File: src/rtl/execute_settings.svh
`ifndef EXECUTE_SETTINGS_SVH
`define EXECUTE_SETTINGS_SVH

// datapath and pc width
`define XLEN 32

// register file address width
`define REG_BITS 5

// pc step from one instruction to the next
`define INSN_BYTES 4

`endif

File: src/rtl/execute_pkg.sv
`include "execute_settings.svh"

package execute_pkg;

    //////////////////// operations

    typedef enum logic [4:0] {
        op_add,
        op_sub,
        op_and,
        op_or,
        op_xor,
        op_slt,
        op_sltu,
        op_sll,
        op_srl,
        op_sra,
        op_lui,
        op_jal,
        op_jalr,
        op_beq,
        op_bne,
        op_blt,
        op_bge,
        op_load,
        op_store,
        op_ecall,
        op_ebreak,
        op_illegal,
        op_nop
    } op_t;

    //////////////////// exception causes

    // mcause encodings
    typedef enum logic [3:0] {
        cause_inst_misaligned  = 4'd0,
        cause_illegal          = 4'd2,
        cause_breakpoint       = 4'd3,
        cause_load_misaligned  = 4'd4,
        cause_store_misaligned = 4'd6,
        cause_ecall            = 4'd11
    } ecause_t;

    //////////////////// issued operation

    typedef struct packed {
        logic                 valid;
        op_t                  op;
        logic                 use_imm;  // operand b from imm
        logic [`XLEN-1:0]     pc;
        logic [`XLEN-1:0]     rs1;
        logic [`XLEN-1:0]     rs2;
        logic [`XLEN-1:0]     imm;
        logic [`REG_BITS-1:0] rd;
    } lane_req_t;

endpackage

File: src/rtl/lane_result_if.sv
`timescale 1ns/1ps
`include "execute_settings.svh"

interface lane_result_if;
    import execute_pkg::*;

    logic                 valid;
    logic                 wren;
    logic [`REG_BITS-1:0] waddr;
    logic [`XLEN-1:0]     wdata;
    logic [`XLEN-1:0]     npc;       // pc of the next sequential insn
    logic                 jump;
    logic [`XLEN-1:0]     target;
    logic                 exception;
    ecause_t              ecause;

    modport lane (
        output valid, wren, waddr, wdata, npc, jump, target, exception, ecause
    );

    modport merge (
        input valid, wren, waddr, wdata, npc, jump, target, exception, ecause
    );

endinterface

File: src/rtl/dual_execute.sv
`timescale 1ns/1ps
`include "execute_settings.svh"

module dual_execute (
    input  logic                  clock,
    input  logic                  reset,
    input  logic                  stall,
    input  logic                  flush,
    input  logic                  in0_valid,        // older insn
    input  execute_pkg::op_t      in0_op,
    input  logic                  in0_use_imm,
    input  logic [`XLEN-1:0]      in0_pc,
    input  logic [`XLEN-1:0]      in0_rs1,
    input  logic [`XLEN-1:0]      in0_rs2,
    input  logic [`XLEN-1:0]      in0_imm,
    input  logic [`REG_BITS-1:0]  in0_rd,
    input  logic                  in1_valid,        // younger insn
    input  execute_pkg::op_t      in1_op,
    input  logic                  in1_use_imm,
    input  logic [`XLEN-1:0]      in1_pc,
    input  logic [`XLEN-1:0]      in1_rs1,
    input  logic [`XLEN-1:0]      in1_rs2,
    input  logic [`XLEN-1:0]      in1_imm,
    input  logic [`REG_BITS-1:0]  in1_rd,
    output logic                  out0_valid,
    output logic                  out0_wren,
    output logic [`REG_BITS-1:0]  out0_waddr,
    output logic [`XLEN-1:0]      out0_wdata,
    output logic                  out0_exception,
    output execute_pkg::ecause_t  out0_ecause,
    output logic                  out1_valid,
    output logic                  out1_wren,
    output logic [`REG_BITS-1:0]  out1_waddr,
    output logic [`XLEN-1:0]      out1_wdata,
    output logic                  out1_exception,
    output execute_pkg::ecause_t  out1_ecause,
    output logic                  redirect_valid,
    output logic [`XLEN-1:0]      redirect_pc
);
    import execute_pkg::*;

    lane_req_t req0;
    lane_req_t req1;

    assign req0 = '{valid: in0_valid, op: in0_op, use_imm: in0_use_imm, pc: in0_pc,
                    rs1: in0_rs1, rs2: in0_rs2, imm: in0_imm, rd: in0_rd};
    assign req1 = '{valid: in1_valid, op: in1_op, use_imm: in1_use_imm, pc: in1_pc,
                    rs1: in1_rs1, rs2: in1_rs2, imm: in1_imm, rd: in1_rd};

    lane_result_if lane0_res ();
    lane_result_if lane1_res ();

    exec_lane lane0_inst (.req(req0), .res(lane0_res));
    exec_lane lane1_inst (.req(req1), .res(lane1_res));

    issue_merge merge_inst (
        .clock(clock), .reset(reset), .stall(stall), .flush(flush),
        .lane0(lane0_res), .lane1(lane1_res),
        .out0_valid(out0_valid), .out0_wren(out0_wren), .out0_waddr(out0_waddr),
        .out0_wdata(out0_wdata), .out0_exception(out0_exception), .out0_ecause(out0_ecause),
        .out1_valid(out1_valid), .out1_wren(out1_wren), .out1_waddr(out1_waddr),
        .out1_wdata(out1_wdata), .out1_exception(out1_exception), .out1_ecause(out1_ecause),
        .redirect_valid(redirect_valid), .redirect_pc(redirect_pc)
    );

endmodule

File: src/rtl/exec_lane.sv
`timescale 1ns/1ps
`include "execute_settings.svh"

module exec_lane (
    input execute_pkg::lane_req_t req,
    lane_result_if.lane           res
);
    import execute_pkg::*;

    localparam int SHAMT_BITS = $clog2(`XLEN);

    logic [`XLEN-1:0] op_b;
    logic [`XLEN-1:0] alu_result;
    logic [`XLEN-1:0] npc;
    logic [`XLEN-1:0] address;
    logic [`XLEN-1:0] target;
    logic [`XLEN-1:0] result;
    logic             taken;
    logic             is_jump;
    logic             writes;
    logic             fault;
    ecause_t          cause;

    assign op_b = req.use_imm ? req.imm : req.rs2;
    assign npc = req.pc + `XLEN'(`INSN_BYTES);
    assign address = req.rs1 + req.imm;  // load/store and jalr base

    //////////////////// alu

    always_comb begin
        case (req.op)
            op_add:  alu_result = req.rs1 + op_b;
            op_sub:  alu_result = req.rs1 - op_b;
            op_and:  alu_result = req.rs1 & op_b;
            op_or:   alu_result = req.rs1 | op_b;
            op_xor:  alu_result = req.rs1 ^ op_b;
            op_slt:  alu_result = `XLEN'($signed(req.rs1) < $signed(op_b));
            op_sltu: alu_result = `XLEN'(req.rs1 < op_b);
            op_sll:  alu_result = req.rs1 << op_b[SHAMT_BITS-1:0];
            op_srl:  alu_result = req.rs1 >> op_b[SHAMT_BITS-1:0];
            op_sra:  alu_result = $signed(req.rs1) >>> op_b[SHAMT_BITS-1:0];
            op_lui:  alu_result = req.imm;
            default: alu_result = '0;
        endcase
    end

    //////////////////// branch and target

    always_comb begin
        case (req.op)
            op_beq:  taken = (req.rs1 == req.rs2);
            op_bne:  taken = (req.rs1 != req.rs2);
            op_blt:  taken = ($signed(req.rs1) < $signed(req.rs2));
            op_bge:  taken = ($signed(req.rs1) >= $signed(req.rs2));
            default: taken = 1'b0;
        endcase
    end

    assign is_jump = (req.op == op_jal) | (req.op == op_jalr) | taken;
    assign target = (req.op == op_jalr) ? {address[`XLEN-1:1], 1'b0} : req.pc + req.imm;

    //////////////////// exceptions

    // decode faults first, then address faults
    always_comb begin
        fault = 1'b1;
        cause = cause_inst_misaligned;
        if (req.op == op_illegal) begin
            cause = cause_illegal;
        end else if (req.op == op_ebreak) begin
            cause = cause_breakpoint;
        end else if (req.op == op_ecall) begin
            cause = cause_ecall;
        end else if (req.op == op_load && address[1:0] != 2'b00) begin
            cause = cause_load_misaligned;
        end else if (req.op == op_store && address[1:0] != 2'b00) begin
            cause = cause_store_misaligned;
        end else if (is_jump && target[1]) begin
            cause = cause_inst_misaligned;  // jump cancelled below
        end else begin
            fault = 1'b0;
        end
    end

    //////////////////// write-back

    always_comb begin
        writes = 1'b0;
        case (req.op)
            op_add, op_sub, op_and, op_or, op_xor, op_slt, op_sltu,
            op_sll, op_srl, op_sra, op_lui: begin
                writes = 1'b1;
                result = alu_result;
            end
            op_jal, op_jalr: begin
                writes = 1'b1;
                result = npc;  // link value
            end
            op_load, op_store:             result = address;
            op_ecall, op_ebreak, op_illegal: result = req.pc;
            default:                       result = '0;
        endcase
    end

    assign res.valid = req.valid;
    assign res.wren = req.valid & writes & ~fault & (req.rd != '0);
    assign res.waddr = req.rd;
    assign res.wdata = result;
    assign res.npc = npc;
    assign res.jump = req.valid & is_jump & ~fault;
    assign res.target = target;
    assign res.exception = req.valid & fault;
    assign res.ecause = cause;

endmodule

File: src/rtl/issue_merge.sv
`timescale 1ns/1ps
`include "execute_settings.svh"

module issue_merge (
    input  logic                  clock,
    input  logic                  reset,
    input  logic                  stall,
    input  logic                  flush,
    lane_result_if.merge          lane0,
    lane_result_if.merge          lane1,
    output logic                  out0_valid,
    output logic                  out0_wren,
    output logic [`REG_BITS-1:0]  out0_waddr,
    output logic [`XLEN-1:0]      out0_wdata,
    output logic                  out0_exception,
    output execute_pkg::ecause_t  out0_ecause,
    output logic                  out1_valid,
    output logic                  out1_wren,
    output logic [`REG_BITS-1:0]  out1_waddr,
    output logic [`XLEN-1:0]      out1_wdata,
    output logic                  out1_exception,
    output execute_pkg::ecause_t  out1_ecause,
    output logic                  redirect_valid,
    output logic [`XLEN-1:0]      redirect_pc
);

    logic             squash1;
    logic             next_redirect;
    logic [`XLEN-1:0] next_target;

    //////////////////// pairing

    // younger insn dies behind an older trap or a jump that skips over it
    assign squash1 = lane0.valid & (lane0.exception |
                     (lane0.jump & (lane1.npc == lane0.npc + `XLEN'(`INSN_BYTES))));

    assign next_redirect = lane0.jump | (lane1.jump & ~squash1);
    assign next_target = lane0.jump ? lane0.target : lane1.target;  // older wins

    //////////////////// stage register

    always_ff @(posedge clock) begin
        if (!reset || flush) begin
            out0_valid <= 1'b0;
            out0_wren <= 1'b0;
            out0_exception <= 1'b0;
            out1_valid <= 1'b0;
            out1_wren <= 1'b0;
            out1_exception <= 1'b0;
            redirect_valid <= 1'b0;
        end else if (!stall) begin
            out0_valid <= lane0.valid;
            out0_wren <= lane0.wren;
            out0_exception <= lane0.exception;
            out1_valid <= lane1.valid & ~squash1;
            out1_wren <= lane1.wren & ~squash1;
            out1_exception <= lane1.exception & ~squash1;
            redirect_valid <= next_redirect;
        end
    end

    // payload, qualified by the flags above
    always_ff @(posedge clock) begin
        if (!stall) begin
            out0_waddr <= lane0.waddr;
            out0_wdata <= lane0.wdata;
            out0_ecause <= lane0.ecause;
            out1_waddr <= lane1.waddr;
            out1_wdata <= lane1.wdata;
            out1_ecause <= lane1.ecause;
            redirect_pc <= next_target;
        end
    end

endmodule

File: config.mk
export PLATFORM = sky130hd
export DESIGN_NAME = dual_execute
export DESIGN_NICKNAME = d
export VERILOG_FILES = /design/src/rtl/execute_pkg.sv /design/src/rtl/lane_result_if.sv /design/src/rtl/dual_execute.sv /design/src/rtl/exec_lane.sv /design/src/rtl/issue_merge.sv
export VERILOG_INCLUDE_DIRS = /design/src /design/src/rtl
export SDC_FILE = /design/constraint.sdc
export NUM_CORES = 2
export LEC_CHECK = 0
export ABC_AREA = 1
export BUFFER_PORTS_ARGS = -buffer_cell sky130_fd_sc_hd__buf_2
export CORE_MARGIN = 4
export CORE_UTILIZATION = 40
export DETAILED_ROUTE_END_ITERATION = 10
export PLACE_DENSITY = 0.69
export SLEW_MARGIN = 5
export SYNTH_ARGS = -nofsm -noshare
export SYNTH_HDL_FRONTEND = slang
export SYNTH_HIERARCHICAL = 1
export SYNTH_SLANG_ARGS = --single-unit
export TNS_END_PERCENT = 20
File: constraint.sdc
create_clock -name clock -period 8 [get_ports clock]
set_input_delay 0 -clock clock [delete_from_list [all_inputs] [get_ports clock]]
set_output_delay 0 -clock clock [all_outputs]
set_load 0.01 [all_outputs]
# == Yosys cells after proc, flatten, opt, wreduce, memory -nomap -nowiden ==
# Cells that the tools add are included.
# op_classes
addsub,11
multipliers,0
n_mux,33
shifts,6
n_eq_ne,47
reduce_logical,26
n_lt_le_gt_ge,8
div_mod_pow,0
bitwise_logic,33
# ops
operator,n
$pmux W32 S11,2
$pmux W32 S4,2
$add A32 B32 Y32,6
$lt A32 B32 Y1,6
$mux W32,5
$add A32 B3 Y32 const B,3
$eq A32 B32 Y1,3
$eq A5 B4 Y1 const B,16
$and A32 B32 Y32,2
$ge A32 B32 Y1,2
$ne A32 B32 Y1,2
$or A32 B32 Y32,2
$shl A32 B5 Y32,2
$shr A32 B5 Y32,2
$sshr A32 B5 Y32,2
$sub A32 B32 Y32,2
$xor A32 B32 Y32,2
$eq A5 B5 Y1 const B,12
$eq A5 B3 Y1 const B,8
$reduce_or A13 Y1,2
$reduce_or A11 Y1,2
$eq A5 B2 Y1 const B,4
$and A1 B1 Y1,18
$mux W1,16
14 further kinds,41
# word_totals
word_cells,182
memories,0
ramBits,0
mem_bits_ro,0
latch_bits,0
register_bits,121
input_bits,284
out_inout_bits,121

# == Longest topological paths before layout ==
# logic_depth
ltp_word,18
ltp_mapped,32

# == Modules after synthesis ==
# Netlist, hierarchy kept.
# by_module_without_submodules
mod,seq_area_each_um2,area_each_um2,n_inst,cells_each
exec_lane at lane0_inst,0.0,16321.9,1,3168
exec_lane at lane1_inst,0.0,16270.6,1,3119
issue_merge,3563.4,5446.5,1,475

# == Worst setup path after synthesis ==
# OpenSTA, ideal clock, no wires.
# synth_timing
path_kind,in2reg
start,input port stall
end,register merge_inst.redirect_valid
path_slack_ps,5154
t_arrival_ps,2767
path_buffers,0
setup_time_ps,79
path_stages,3
cell_sequence,inv_1 -> o21ai_0 -> a21oi_1
# synth_rtl
element,line_no,rtl
start: declaration,dual_execute.sv:7,"input logic stall,"
end signal: assignment,issue_merge.sv:58,redirect_valid <= next_redirect;
end: declaration,issue_merge.sv:23,"output logic redirect_valid,"

# == Worst setup path in the final report ==
# layout_timing
start,input port in0_op[0]
end,register merge_inst.redirect_valid
# layout_between
elab_chain_cells,18
word_cells_on_any_way,34
classes_between,eq/ne (11); mux (8); bitwise (12); reduce/logical (3)
# layout_lines
element,line_no,rtl
start: declaration,dual_execute.sv:10,"input execute_pkg::op_t in0_op,"
"$eq A5 B5 Y1, or another cell as far along",exec_lane.sv:50,case (req.op)
$pmux W1 S4 or $or A1 B1 Y1 (tied branches),"exec_lane.sv:50, exec_lane.sv:59",
$or A1 B1 Y1,exec_lane.sv:59,assign is_jump = (req.op == op_jal) | (req.op == op_jalr) | taken;
$logic_and A1 B1 Y1,exec_lane.sv:78,end else if (is_jump && target[1]) begin
$mux W1,exec_lane.sv:78,
$mux W1,exec_lane.sv:76,end else if (req.op == op_store && address[1:0] != 2'b00) begin
$mux W1,exec_lane.sv:74,end else if (req.op == op_load && address[1:0] != 2'b00) begin
$mux W1,exec_lane.sv:72,end else if (req.op == op_ecall) begin
[3 not listed],-,
$and A1 B1 Y1 (*),exec_lane.sv:110,assign res.jump = req.valid & is_jump & ~fault;
via lane0_res.jump,lane_result_if.sv:12,logic jump;
$and A1 B1 Y1,issue_merge.sv:35,(lane0.jump & (lane1.npc == lane0.npc + `XLEN'(`INSN_BYTES))));
$or A1 B1 Y1,issue_merge.sv:34,assign squash1 = lane0.valid & (lane0.exception |
$and A1 B1 Y1,issue_merge.sv:34,
$not A1 Y1,issue_merge.sv:37,assign next_redirect = lane0.jump | (lane1.jump & ~squash1);
$and A1 B1 Y1,issue_merge.sv:37,
$or A1 B1 Y1 (*),issue_merge.sv:37,
# Mark *: on every way through the listed nets, which the timed path passes. The rest lies on a longest branch.
# A chain may end at the register's enable or synchronous reset.

==> metrics.md <==
| Metric | Value |
|---|---|
| Status | `finished, violations left` |
| Failing checks | `max-slew violations` |
| Slew Limit Headroom | `-3.95%` |
| Gate power share | `64.6%` |
| Hold Vio Cnt, Final | `0` |
| Sw Pwr | `2.84 mW` |
| Clock skew | `0 ns` |
| Die height | `316 µm` |
| Critical Path RT | `8.42 ns` |
| First-pass detailed-route iteration total | `10` |
| Synth Instances | `6,762` |
| Hold buffers post-CTS | `23` |
| Antenna Nets Post-Route | `0` |
| Top_reg_cell synth | `edfxtp_1` |
| Die ar. | `0.100 mm²` |
| EDFF count, synth | `114` |
| Mean Syn Cell Area | `5.63 µm²` |
| 1st-iter DRT viols | `8,747` |
| R2R depth | `3` |
| Final setup vio count | `0` |
| Vias/cell | `6.33` |
| P_int | `2.18 mW` |
| Period utilization | `63.3%` |
| Synth warn | `6` |
| Finished Core Util | `44.4%` |
| Sw frac | `56.5%` |
| Share of post-route cells with drive strength above 1 | `9.90%` |
| Ports | `405` |
| Setup TNS | `0 ns` |
| Num rows | `112` |
| Final instance area | `0.0417 mm²` |
| Post-CTS sizing | `0` |
| GRT Residual Overflow | `0` |
| H-Tree Depth | `4` |
| Post-Syn Area | `0.0380 mm²` |
| Flop pwr share | `16.8%` |
| HP Class | `in -> reg` |
| Reg2reg end | `merge_inst/redirect_valid$_SDFFE_PP0N_` |
| Die Wd | `316 µm` |
| Number of buffers created by CTS | `17` |
| RSZ-0062 raised after global routing | `no` |
| # clock sinks | `121` |
| P&R area growth vs syn | `9.64%` |
| Tot GR Track Use | `46.0%` |
| FFs w/ async S/R, synth | `0%` |
| Syn nets | `7,439` |
| CTS tree | `done` |
| Non-Filler Instances | `8,282` |
| IO buf count | `404` |
| Drt wl/cell | `29.2 µm` |
| Post-detail-place hpwl | `201,000 µm` |
| Largest net degree at the start of global routing | `88` |
| Drt drc | `0` |
| Initial antenna violation count | `32` |
| Critical Path Start | `in0_op[0]` |
| Initial Util | `40.5%` |
| Seq/Total Area, Yosys | `9.37%` |
| Critical path class | `in -> reg` |
| Tmin final | `5.06 ns` |
| CP max FO | `34` |
| Post-Place Cells | `8,219` |
| Core area | `0.0939 mm²` |
| CP Launch Type | `input port` |
| Placed Area | `0.0408 mm²` |
| Crit path capture | `merge_inst/redirect_valid$_SDFFE_PP0N_` |
| Root Driver | `clkbuf_16` |
| First-pass GRT wire length | `332,000 µm` |
| Vias in the first global route | `46,339` |
| MaxCap Viol Count | `0` |
| Clk_lat worst skew | `0.53 ns` |
| CTS clk-pin slew, worst paths | `0.07 ns` |
| Clock power frac | `18.6%` |
| Achievable frequency | `198 MHz` |
| Final WL | `242,000 µm` |
| Slew Limit Fails | `2` |
| DR vias | `52,402` |
| Slew @ Worst Pin | `1.56 ns` |
| Final GP Congestion | `1.16` |
| Crit path DAT | `5.48 ns` |
| Lkg Pwr | `20.5 nW` |
| Crit end category | `flop` |
| Post-synth cell types | `70` |
| Clk buf depth | `2` |
| Reg-to-reg startpoint | `merge_inst/redirect_valid$_SDFFE_PP0N_` |
| Peak supply drop | `0.150 mV` |
| Worst-case hold slack | `0.0706 ns` |
| Net count, final | `7,684` |
| Synth Register Bits | `121` |
| Power Dens Cells | `120 mW/mm²` |
| Setup Buffers After CTS | `0` |
| Register-to-register path setup slack | `6.79 ns` |
-- through the flow --
step	worst slack [ns]	power, mW
after global routing	2.84	5.22
after global placement	3.26	3.91
after floorplan	5.15	2.70
after CTS	3.14	4.85
after detailed placement	3.22	3.91
final	2.94	5.02
-- how the worst min path moves through the flow --
| stage | start | end | slack, ns | cells past startpoint |
|---|---|---|---|---|
| 6_report | in0_pc[30] | merge_inst/out0_wdata[30]$_DFFE_PN_ | 0.07 | 3 |
| 5_1_grt | in0_imm[1] | merge_inst/out0_wdata[1]$_DFFE_PN_ | 0.05 | 3 |
| 4_1_cts | in0_imm[20] | merge_inst/out0_wdata[20]$_DFFE_PN_ | 0.0008 | 5 |
| 3_5_place_dp | in1_rd[4] | merge_inst/out1_waddr[4]$_DFFE_PN_ | 0.19 | 1 |
| 3_3_place_gp | in1_rd[4] | merge_inst/out1_waddr[4]$_DFFE_PN_ | 0.19 | 1 |
| 2_1_floorplan | flush | merge_inst/redirect_valid$_SDFFE_PP0N_ | 0.18 | 3 |
-- cells by family (layout without fill, tap and decap cells) --
family	after synthesis	count (layout)	share of synthesized area, %
adders and majority gates	393	393	13.1
DFF	121	121	9.37
and+or+nand+nor	3319	3319	37.2
muxes	41	41	1.18
other	0	8	0
xor gates and xnor gates	112	112	2.62
buffers and inverters	1172	1430	12.3
AOI/OAI and AO/OA	1604	1604	24.2
-- placed cells by master, fill, tap and decap left out, types with 22 or more instances in the layout --
master / netlist / final
nand2_1: 1767 / 1767
inv_1: 878 / 877
nor2_1: 617 / 617
nand3_1: 529 / 529
a21oi_1: 488 / 488
o21ai_0: 480 / 480
buf_2: 86 / 404
ha_1: 385 / 385
o21ai_1: 195 / 192
nand4_1: 121 / 121
edfxtp_1: 114 / 114
o211ai_1: 103 / 103
nor3_1: 90 / 89
xor2_1: 66 / 66
or2_2: 61 / 61
o22ai_1: 53 / 53
buf_4: 22 / 48
xnor2_1: 45 / 45
inv_2: 41 / 41
nand3b_1: 36 / 36
nor4_1: 34 / 34
a21o_1: 33 / 33
o21bai_1: 32 / 32
a221oi_1: 32 / 32
mux2_2: 32 / 32
o21a_1: 28 / 28
a31oi_1: 28 / 28
dlygate4sd3_1: 0 / 23
o21ai_2: 25 / 22
o221ai_1: 22 / 22
-- flip-flops by register name, indices dropped and copies added, names as in the netlist --
name	count
merge_inst/out1_ecause	4
merge_inst/out1_wren	1
merge_inst/out0_waddr	5
merge_inst/out1_waddr	5
merge_inst/out0_valid	1
merge_inst/out1_exception	1
merge_inst/out0_exception	1
merge_inst/redirect_pc	32
merge_inst/out0_wren	1
merge_inst/out0_ecause	4
merge_inst/redirect_valid	1
merge_inst/out0_wdata	32
merge_inst/out1_wdata	32
merge_inst/out1_valid	1
-- final cells by class --
class                   count  area [µm²]
diodes                      8        20.0
clock buffers              19         443
clock inverters            13         173
fillers                 10542       52200
inverters                 923        3470
multi-input cells        5469       29900
flip-flops and latches    121        3560
well taps                1254        1570
repair buffers            475        2610
-- synth_stat cells, drive strengths merged (34+ instances only) --
library cell | instances | share of area, %
xnor2 | 45 | 1.0
inv | 919 | 9.1
buf | 132 | 2.1
o211ai | 105 | 2.1
nand3 | 529 | 7.0
o21ai | 702 | 9.5
nor2 | 635 | 6.4
ha | 385 | 13
nand2 | 1781 | 18
edfxtp | 114 | 9.0
xor2 | 66 | 1.5
nor3 | 97 | 1.4
o22ai | 53 | 0.87
or2 | 69 | 1.1
nand3b | 36 | 0.71
a21oi | 490 | 6.5
clkbuf | 117 | 1.2
nor4 | 34 | 0.56
nand4 | 121 | 2.0
-- power by group through the flow --
stage | Combinational, mW | Sequential, mW | Clock, mW
after floorplan | 1.83 | 0.866 | 0
after detailed placement | 3.06 | 0.852 | 0
after global placement | 3.06 | 0.855 | 0
final | 3.24 | 0.845 | 0.934
after CTS | 3.08 | 0.841 | 0.937
after global routing | 3.42 | 0.845 | 0.953
-- metal layers --
metal	vias to the layer above	track usage, %	part of all wire, %
met4	32	31.7	8.7
li1	23231	-	-
met5	-	0	0.086
met3	898	16.4	15
met1	24101	58.6	38
met2	4140	64.5	39
-- critical path: stages --
cell and delay, ns:
dlygate4sd3_1 0.53, buf_2 0.14, nand2_1 0.08, dlygate4sd3_1 0.57, nor2_1 0.10, a31oi_4 0.64
inv_2 0.32, nor2_1 0.24, nand4_1 0.11, inv_1 0.08, buf_4 0.42, o21ai_0 0.18
nor3_1 0.21, nand3_1 0.14, nor2_1 0.11, nand2_1 0.06, nor2_1 0.08, nand3_1 0.18
o21bai_2 0.38, nand2_2 0.16, nand2_1 0.09, a21oi_1 0.06, dlygate4sd3_1 0.56
Note: power is estimated with default switching activity, not from simulation.
